File: config.mk
export PLATFORM = sky130hd
export DESIGN_NAME = wb_top
export DESIGN_NICKNAME = d
export VERILOG_FILES = /design/src/cp0_pkg.sv /design/src/pipe_pkg.sv /design/src/wb_top.sv /design/src/wb_stage.sv /design/src/cp0_regs.sv /design/src/reg_file.sv
export VERILOG_INCLUDE_DIRS = /design/src /design/src/src
export SDC_FILE = /design/constraint.sdc
export NUM_CORES = 2
export LEC_CHECK = 0
export BUFFER_PORTS_ARGS = -buffer_cell sky130_fd_sc_hd__buf_2
export CAP_MARGIN = 15
export CORE_MARGIN = 3
export CORE_UTILIZATION = 40
export CTS_CLUSTER_DIAMETER = 50
export DETAILED_ROUTE_END_ITERATION = 16
export GPL_ROUTABILITY_DRIVEN = 0
export PLACE_DENSITY = 0.61
export SETUP_SLACK_MARGIN = 0.15
export SKIP_CTS_REPAIR_TIMING = 1
export SYNTH_ARGS = -nofsm -noshare
export SYNTH_HDL_FRONTEND = slang
export SYNTH_SLANG_ARGS = --single-unit
File: constraint.sdc
create_clock -name clk -period 10.8 [get_ports clk]
set_clock_uncertainty 0.2 [all_clocks]
set_input_delay 1.08 -clock clk [delete_from_list [all_inputs] [get_ports clk]]
set_output_delay 1.08 -clock clk [all_outputs]
set_load 0.02 [all_outputs]
File: src/wb_macros.svh
`ifndef WB_MACROS_SVH
`define WB_MACROS_SVH

`default_nettype none

// datapath widths
`define WORD_W      32
`define REG_ADDR_W  5
`define REG_COUNT   32

// general exception entry, BEV=1
`define EXC_VECTOR  32'hbfc0_0380

// Cause.IP bit driven by the Count/Compare timer
`define TIMER_HW_INT 7

// reset values
`define STATUS_BEV  1'b1
`define STATUS_IM_RESET 8'h00
`define TIMER_RESET 32'h0000_0000

`default_nettype wire

`endif
File: src/cp0_pkg.sv
`include "wb_macros.svh"

`default_nettype none

package cp0_pkg;

    // {rd, sel} of mfc0/mtc0
    typedef logic [`REG_ADDR_W+2:0] cp0_addr_t;

    // Cause.ExcCode values
    typedef enum logic [4:0] {
        EXC_INT  = 5'h00,
        EXC_ADEL = 5'h04,  // load or fetch address error
        EXC_ADES = 5'h05,  // store address error
        EXC_SYS  = 5'h08,
        EXC_BP   = 5'h09,
        EXC_RI   = 5'h0a,  // reserved instruction
        EXC_OV   = 5'h0c
    } exc_code_t;

    localparam cp0_addr_t CP0_BADVADDR = {5'd8, 3'd0};
    localparam cp0_addr_t CP0_COUNT    = {5'd9, 3'd0};
    localparam cp0_addr_t CP0_COMPARE  = {5'd11, 3'd0};
    localparam cp0_addr_t CP0_STATUS   = {5'd12, 3'd0};
    localparam cp0_addr_t CP0_CAUSE    = {5'd13, 3'd0};
    localparam cp0_addr_t CP0_EPC      = {5'd14, 3'd0};

endpackage

`default_nettype wire

File: src/pipe_pkg.sv
`include "wb_macros.svh"

`default_nettype none

package pipe_pkg;

    // one data or address word
    typedef logic [`WORD_W-1:0] word_t;

    // general register number
    typedef logic [`REG_ADDR_W-1:0] reg_addr_t;

    // pc step used for delay-slot EPC
    localparam word_t INST_BYTES = `WORD_W'd4;

endpackage

`default_nettype wire

File: src/wb_top.sv
`include "wb_macros.svh"

`default_nettype none

module wb_top
    import pipe_pkg::*;
    import cp0_pkg::*;
(
    input  wire        clk,
    input  wire        reset,
    input  wire        ms_valid,
    input  word_t      ms_pc,
    input  word_t      ms_result,
    input  reg_addr_t  ms_dest,
    input  wire        ms_gr_we,
    input  wire        ms_ex,
    input  exc_code_t  ms_exc_code,
    input  wire        ms_bd,
    input  wire        ms_eret,
    input  wire        ms_mtc0,
    input  wire        ms_mfc0,
    input  cp0_addr_t  ms_cp0_addr,
    input  word_t      ms_badvaddr,
    input  wire [5:0]  ext_int,
    input  reg_addr_t  rf_raddr1,
    input  reg_addr_t  rf_raddr2,
    output word_t      rf_rdata1,
    output word_t      rf_rdata2,
    output reg_addr_t  wb_dest,
    output word_t      wb_result,
    output wire        flush,
    output word_t      flush_target,
    output wire        int_pending,
    output word_t      debug_wb_pc,
    output wire [3:0]  debug_wb_rf_wen,
    output reg_addr_t  debug_wb_rf_wnum,
    output word_t      debug_wb_rf_wdata
);

    wire       ws_valid;
    word_t     ws_pc;
    word_t     ws_result;
    wire       ws_ex;
    exc_code_t ws_exc_code;
    wire       ws_bd;
    wire       ws_eret;
    wire       ws_mtc0;
    cp0_addr_t ws_cp0_addr;
    word_t     ws_badvaddr;
    word_t     cp0_rdata;
    wire       rf_we;
    reg_addr_t rf_waddr;
    word_t     rf_wdata;

    wb_stage u_wb_stage (
        .clk, .reset,
        .ms_valid, .ms_pc, .ms_result, .ms_dest, .ms_gr_we,
        .ms_ex, .ms_exc_code, .ms_bd, .ms_eret,
        .ms_mtc0, .ms_mfc0, .ms_cp0_addr, .ms_badvaddr,
        .flush, .cp0_rdata,
        .ws_valid, .ws_pc, .ws_result, .ws_ex, .ws_exc_code,
        .ws_bd, .ws_eret, .ws_mtc0, .ws_cp0_addr, .ws_badvaddr,
        .rf_we, .rf_waddr, .rf_wdata,
        .wb_dest, .wb_result,
        .debug_wb_pc, .debug_wb_rf_wen, .debug_wb_rf_wnum, .debug_wb_rf_wdata
    );

    cp0_regs u_cp0_regs (
        .clk, .reset,
        .ws_valid, .ws_pc, .ws_result, .ws_ex, .ws_exc_code,
        .ws_bd, .ws_eret, .ws_mtc0, .ws_cp0_addr, .ws_badvaddr,
        .ext_int,
        .cp0_rdata, .flush, .flush_target, .int_pending
    );

    reg_file u_reg_file (
        .clk, .reset,
        .we     (rf_we),
        .waddr  (rf_waddr),
        .wdata  (rf_wdata),
        .raddr1 (rf_raddr1),
        .raddr2 (rf_raddr2),
        .rdata1 (rf_rdata1),
        .rdata2 (rf_rdata2)
    );

endmodule

`default_nettype wire

File: src/wb_stage.sv
`include "wb_macros.svh"

`default_nettype none

module wb_stage
    import pipe_pkg::*;
    import cp0_pkg::*;
(
    input  wire        clk,
    input  wire        reset,
    input  wire        ms_valid,
    input  word_t      ms_pc,
    input  word_t      ms_result,
    input  reg_addr_t  ms_dest,
    input  wire        ms_gr_we,
    input  wire        ms_ex,
    input  exc_code_t  ms_exc_code,
    input  wire        ms_bd,
    input  wire        ms_eret,
    input  wire        ms_mtc0,
    input  wire        ms_mfc0,
    input  cp0_addr_t  ms_cp0_addr,
    input  word_t      ms_badvaddr,
    input  wire        flush,
    input  word_t      cp0_rdata,
    output logic       ws_valid,
    output word_t      ws_pc,
    output word_t      ws_result,
    output logic       ws_ex,
    output exc_code_t  ws_exc_code,
    output logic       ws_bd,
    output logic       ws_eret,
    output logic       ws_mtc0,
    output cp0_addr_t  ws_cp0_addr,
    output word_t      ws_badvaddr,
    output wire        rf_we,
    output reg_addr_t  rf_waddr,
    output word_t      rf_wdata,
    output reg_addr_t  wb_dest,
    output word_t      wb_result,
    output word_t      debug_wb_pc,
    output wire [3:0]  debug_wb_rf_wen,
    output reg_addr_t  debug_wb_rf_wnum,
    output word_t      debug_wb_rf_wdata
);

    reg_addr_t ws_dest;
    logic      ws_gr_we;
    logic      ws_mfc0;
    word_t     final_result;

    // stage never stalls, flush empties it
    always_ff @(posedge clk) begin
        if (reset || flush) begin
            ws_valid <= 1'b0;
        end else begin
            ws_valid <= ms_valid;
        end
    end

    always_ff @(posedge clk) begin
        ws_pc       <= ms_pc;
        ws_result   <= ms_result;
        ws_dest     <= ms_dest;
        ws_gr_we    <= ms_gr_we;
        ws_ex       <= ms_ex;
        ws_exc_code <= ms_exc_code;
        ws_bd       <= ms_bd;
        ws_eret     <= ms_eret;
        ws_mtc0     <= ms_mtc0;
        ws_mfc0     <= ms_mfc0;
        ws_cp0_addr <= ms_cp0_addr;
        ws_badvaddr <= ms_badvaddr;
    end

    assign final_result = ws_mfc0 ? cp0_rdata : ws_result;

    // excepting instruction is squashed
    assign rf_we    = ws_valid & ws_gr_we & ~ws_ex;
    assign rf_waddr = ws_dest;
    assign rf_wdata = final_result;

    assign wb_dest   = rf_we ? ws_dest : '0;  // no forwarding when nothing retires
    assign wb_result = final_result;

    assign debug_wb_pc       = ws_pc;
    assign debug_wb_rf_wen   = {4{rf_we}};
    assign debug_wb_rf_wnum  = ws_dest;
    assign debug_wb_rf_wdata = final_result;

endmodule

`default_nettype wire

File: src/cp0_regs.sv
`include "wb_macros.svh"

`default_nettype none

module cp0_regs
    import pipe_pkg::*;
    import cp0_pkg::*;
(
    input  wire       clk,
    input  wire       reset,
    input  wire       ws_valid,
    input  word_t     ws_pc,
    input  word_t     ws_result,
    input  wire       ws_ex,
    input  exc_code_t ws_exc_code,
    input  wire       ws_bd,
    input  wire       ws_eret,
    input  wire       ws_mtc0,
    input  cp0_addr_t ws_cp0_addr,
    input  word_t     ws_badvaddr,
    input  wire [5:0] ext_int,
    output word_t     cp0_rdata,
    output wire       flush,
    output word_t     flush_target,
    output wire       int_pending
);

    logic [7:0] status_im;
    logic       status_exl;
    logic       status_ie;
    logic       cause_bd;
    logic       cause_ti;
    logic [1:0] cause_ip_sw;  // software interrupt bits
    exc_code_t  cause_exc_code;
    logic [7:0] cause_ip;
    word_t      epc;
    word_t      badvaddr;
    word_t      count;
    word_t      compare;
    logic       tick;         // count runs at half the clock
    word_t      status_word;
    word_t      cause_word;

    wire exc_commit  = ws_valid & ws_ex;
    wire eret_commit = ws_valid & ws_eret & ~ws_ex;
    wire mtc0_we     = ws_valid & ws_mtc0 & ~ws_ex;

    wire addr_err = (ws_exc_code == EXC_ADEL) || (ws_exc_code == EXC_ADES);

    always_ff @(posedge clk) begin
        if (reset) begin
            status_im  <= `STATUS_IM_RESET;
            status_exl <= 1'b0;
            status_ie  <= 1'b0;
        end else if (exc_commit) begin
            status_exl <= 1'b1;
        end else if (eret_commit) begin
            status_exl <= 1'b0;
        end else if (mtc0_we && ws_cp0_addr == CP0_STATUS) begin
            status_im  <= ws_result[15:8];
            status_exl <= ws_result[1];
            status_ie  <= ws_result[0];
        end
    end

    always_ff @(posedge clk) begin
        if (reset) begin
            cause_bd       <= 1'b0;
            cause_ip_sw    <= 2'b00;
            cause_exc_code <= EXC_INT;
        end else if (exc_commit) begin
            if (!status_exl) begin
                cause_bd <= ws_bd;  // BD only follows the first level
            end
            cause_exc_code <= ws_exc_code;
        end else if (mtc0_we && ws_cp0_addr == CP0_CAUSE) begin
            cause_ip_sw <= ws_result[9:8];
        end
    end

    always_ff @(posedge clk) begin
        if (exc_commit && !status_exl) begin
            epc <= ws_bd ? ws_pc - INST_BYTES : ws_pc;  // restart at the branch
        end else if (mtc0_we && ws_cp0_addr == CP0_EPC) begin
            epc <= ws_result;
        end
        if (exc_commit && addr_err) begin
            badvaddr <= ws_badvaddr;
        end
    end

    always_ff @(posedge clk) begin
        if (reset) begin
            tick     <= 1'b0;
            count    <= `TIMER_RESET;
            compare  <= `TIMER_RESET;
            cause_ti <= 1'b0;
        end else begin
            tick <= ~tick;
            if (mtc0_we && ws_cp0_addr == CP0_COUNT) begin
                count <= ws_result;
            end else if (tick) begin
                count <= count + 1'b1;
            end
            if (mtc0_we && ws_cp0_addr == CP0_COMPARE) begin
                compare  <= ws_result;
                cause_ti <= 1'b0;  // acknowledge timer
            end else if (count == compare) begin
                cause_ti <= 1'b1;
            end
        end
    end

    // hardware lines on IP[7:2], timer folded in
    always_comb begin
        cause_ip = {ext_int, cause_ip_sw};
        cause_ip[`TIMER_HW_INT] = cause_ip[`TIMER_HW_INT] | cause_ti;
    end

    assign status_word = {9'b0, `STATUS_BEV, 6'b0, status_im, 6'b0, status_exl, status_ie};
    assign cause_word  = {cause_bd, cause_ti, 14'b0, cause_ip, 1'b0, cause_exc_code, 2'b0};

    always_comb begin
        case (ws_cp0_addr)
            CP0_BADVADDR: cp0_rdata = badvaddr;
            CP0_COUNT:    cp0_rdata = count;
            CP0_COMPARE:  cp0_rdata = compare;
            CP0_STATUS:   cp0_rdata = status_word;
            CP0_CAUSE:    cp0_rdata = cause_word;
            CP0_EPC:      cp0_rdata = epc;
            default:      cp0_rdata = '0;
        endcase
    end

    assign flush        = ws_valid & (ws_ex | ws_eret);
    assign flush_target = ws_ex ? `EXC_VECTOR : epc;
    assign int_pending  = status_ie & ~status_exl & |(cause_ip & status_im);

endmodule

`default_nettype wire

File: src/reg_file.sv
`include "wb_macros.svh"

`default_nettype none

module reg_file
    import pipe_pkg::*;
(
    input  wire       clk,
    input  wire       reset,
    input  wire       we,
    input  reg_addr_t waddr,
    input  word_t     wdata,
    input  reg_addr_t raddr1,
    input  reg_addr_t raddr2,
    output word_t     rdata1,
    output word_t     rdata2
);

    word_t regs [`REG_COUNT];

    always_ff @(posedge clk) begin
        if (reset) begin
            for (int i = 0; i < `REG_COUNT; i++) begin
                regs[i] <= '0;
            end
        end else if (we && waddr != '0) begin  // $0 is never stored
            regs[waddr] <= wdata;
        end
    end

    // asynchronous read, old value while a write is pending
    assign rdata1 = (raddr1 == '0) ? '0 : regs[raddr1];
    assign rdata2 = (raddr2 == '0) ? '0 : regs[raddr2];

endmodule

`default_nettype wire

==> results.json <==
{
  "slowest_delay_ps": 850,
  "hold_class": "input port to register",
  "cts.path.max_buffers": 3,
  "cts_tree": "done",
  "syn_area_mm2": 0.0631,
  "fin_util": 0.458,
  "cts_buffers": 153,
  "vias": 44200,
  "crit_path_top_delay_cell": "nor3_1",
  "final_area_mm2": 0.0717,
  "first_iter_violations": 5627,
  "synthAdderAreaFrac": 0.000397,
  "p_leak_nw": 25.6,
  "ant_nets": 0,
  "crit_chain": "buf_2, buf_4, and2_2, buf_4, a211o_1, nor2_1, nor3_1, buf_2",
  "rows": 145,
  "cp-start-kind": "input port",
  "grt_pass1_vias": 43600,
  "synth_mux_area_frac": 0.197,
  "holdPathEnd": "u_wb_stage.ws_badvaddr[5]",
  "peakVddDrop_v": 0.000168,
  "worstPathArrival_ps": 5010,
  "io_buffers": 346,
  "clock.fmax_mhz": 159,
  "synthSimpleGateAreaFrac": 0.101,
  "crit_family": "buffers and inverters",
  "antenna_found_initial": 7,
  "min_path_cells": 1,
  "synthFlopType": "edfxtp_1",
  "fin_cells": 7032,
  "finalCritPeriodShare": 0.583,
  "gr-usage-all-layers": 0.266,
  "max_slew_margin": 0.237,
  "worst-setup-path-type": "input port to output port",
  "post_drt_wl_per_cell_um": 31.2,
  "synth_seq_cells": 1293,
  "tightest_slew_ps": 1140,
  "status": "finished clean",
  "crit_fanout": 31,
  "reg2regPathDepth": 8,
  "core_mm2": 0.156,
  "fin_ws_ps": 4510,
  "synth_top_family_by_area": "multiplexers",
  "grt_pass1_wl_um": 313000,
  "io_pins": 347,
  "synthToLayoutAreaGrowth_pct": 13.6,
  "yosys-top-cells-area": "edfxtp_1, mux4_2, dfxtp_1",
  "async_reset_ff_frac": 0,
  "pre_cts_ws_ps": 4790,
  "synth_top_cell_by_area": "edfxtp_1",
  "placedInstanceArea_mm2": 0.0667,
  "die_w_um": 403,
  "netlist.area_leader.share": 0.518,
  "final.setup.tns_ps": 0,
  "htree_num_levels": 4,
  "syn_inst": 4671,
  "ys_types": 75,
  "drcViolationCount": 0,
  "worst-path-buf-inv": 4,
  "r2r_end": "u_reg_file.regs[2][7]",
  "hp-start": "ms_badvaddr[5]",
  "ys_warn_count": 0,
  "min_period_ps": 6290,
  "grt_max_degree": 132,
  "vias_per_cell": 6.28,
  "grt.overflow.total": 0,
  "synth_edf_count": 1088,
  "required_ps": 9520,
  "dr.pass1.iters": 6,
  "drive_above_1_share": 0.269,
  "drv_slew": 0,
  "cts_root_buffer": "clkbuf_16",
  "hold_viol_final": 0,
  "dpl.cell_count": 6750,
  "clock_sinks": 1293,
  "r2r_slack_ps": 6260,
  "setup_viol": 0,
  "final_cell_mix": "edfxtp_1, nor2_1, mux4_2, buf_2, dfxtp_1",
  "r2r_start": "u_wb_stage.ws_ex",
  "drt-total-wl_um": 219000,
  "detailed_place_hpwl_um": 130000,
  "ys_seq_area_frac": 0.583,
  "synth-compound-area-share": 0.0655,
  "clk_pin_slew_ps": 60,
  "fp.dieArea_mm2": 0.163,
  "synth_xor_area_frac": 0.0126,
  "max-cap-violations": 0,
  "final_common_cell": "edfxtp_1",
  "syn_avg_cell_area_um2": 13.5,
  "initial_core_util": 0.404,
  "rsz0062_at_grt": "false",
  "die_h_um": 403,
  "final_nets": 4988,
  "clk_latency_ps": 800,
  "powerDensity_mw_per_mm2": 168,
  "critPathCaptureType": "output port"
}
synthesized netlist by cell type, types with 5 or more instances:
master       n
edfxtp_1  1088
nor2_1    1046
mux4_2     455
clkbuf_1   216
dfxtp_1    205
buf_2      195
mux2i_1    187
nand2_1    173
a22oi_1    133
o22ai_1     87
nor3_1      71
buf_4       68
xnor2_1     66
a21oi_1     65
a211oi_1    57
a211o_1     54
a22o_1      44
inv_1       42
a31oi_1     37
nand2b_1    36
o21ai_0     35
o221ai_1    33
mux2_2      28
nor2b_1     27
xor2_1      25
nand4_1     24
nand3_1     17
nor4_1      16
buf_1       14
and2_1      13
or2_2       12
nor3b_1      9
a22oi_2      8
and3_1       8
o21ai_1      7
and3b_1      5
logic make-up after synthesis:
kind of cell	Yosys count
buffers and inverters	542
DFF	1293
adders and majority gates	2
xor gates and xnor gates	91
AOI/OAI and AO/OA	576
muxes	670
other	1
and+or+nand+nor	1496
layer usage:
layer | part of all wire | GRT usage | vias up | wire [um]
met5 | 0.00010 | 0 | - | 22
li1 | - | - | 18000 | -
met3 | 0.12 | 0.0714 | 518 | 26500
met1 | 0.38 | 0.358 | 22500 | 83900
met2 | 0.46 | 0.411 | 3113 | 100000
met4 | 0.039 | 0.103 | 4 | 8640
stage by stage:
stage / power (mW) / hold slack, ps
after global routing: 12.3 / 136
after detailed placement: 6.93 / 189
final: 12.0 / 186
after CTS: 12.0 / 126
after global placement: 6.92 / 187
after floorplan: 6.47 / 186
worst max path at each step:
| stage | start | slack, ps | cells past startpoint | endpoint |
|---|---|---|---|---|
| after floorplan | u_wb_stage.ws_ex | 6240 | 3 | u_cp0_regs.badvaddr[0] |
| after global placement | rf_raddr1[1] | 4800 | 8 | rf_rdata1[15] |
| after detailed placement | rf_raddr1[1] | 4790 | 8 | rf_rdata1[15] |
| after CTS | rf_raddr1[1] | 4790 | 8 | rf_rdata1[15] |
| after global routing | rf_raddr1[1] | 4550 | 8 | rf_rdata1[15] |
| final | rf_raddr1[2] | 4510 | 8 | rf_rdata1[12] |
flip-flops by register name, summed over array words and instances, names as in the netlist, 2 cells and up:
name                         cells
u_cp0_regs.badvaddr             32
u_cp0_regs.cause_exc_code        5
u_cp0_regs.cause_ip_sw           2
u_cp0_regs.compare              32
u_cp0_regs.count                32
u_cp0_regs.epc                  32
u_cp0_regs.status_im             8
u_reg_file.regs               1024
u_wb_stage.debug_wb_pc          32
u_wb_stage.debug_wb_rf_wnum      5
u_wb_stage.ws_badvaddr          32
u_wb_stage.ws_cp0_addr           8
u_wb_stage.ws_exc_code           5
u_wb_stage.ws_result            32
cell type report:
class / count / area, um2
Antenna cell: 4 / 10.0
Clock buffer: 184 / 4020
Multi-Input combinational cell: 2867 / 24300
Inverter: 44 / 165
Timing Repair Buffer: 488 / 2890
Sequential cell: 1293 / 36800
Tap cell: 2058 / 2570
Fill cell: 13900 / 84700
Clock inverter: 94 / 963
power by group:
part / internal [mW] / total, mW / leakage, nW / switching, mW
Clock: 2.95 / 5.15 / 2.42 / 2.20
Sequential: 5.56 / 5.67 / 12.9 / 0.109
Combinational: 0.422 / 1.18 / 10.3 / 0.760
Total: 8.94 / 12.0 / 25.6 / 3.07
worst reg2reg max path, delay by kind of cell, from the launching register on:
family | cells | cell delay, ps
and+or+nand+nor | 5 | 2400
DFF | 1 | 300
buffers and inverters | 3 | 1250
(Power assumes the default switching activity.)
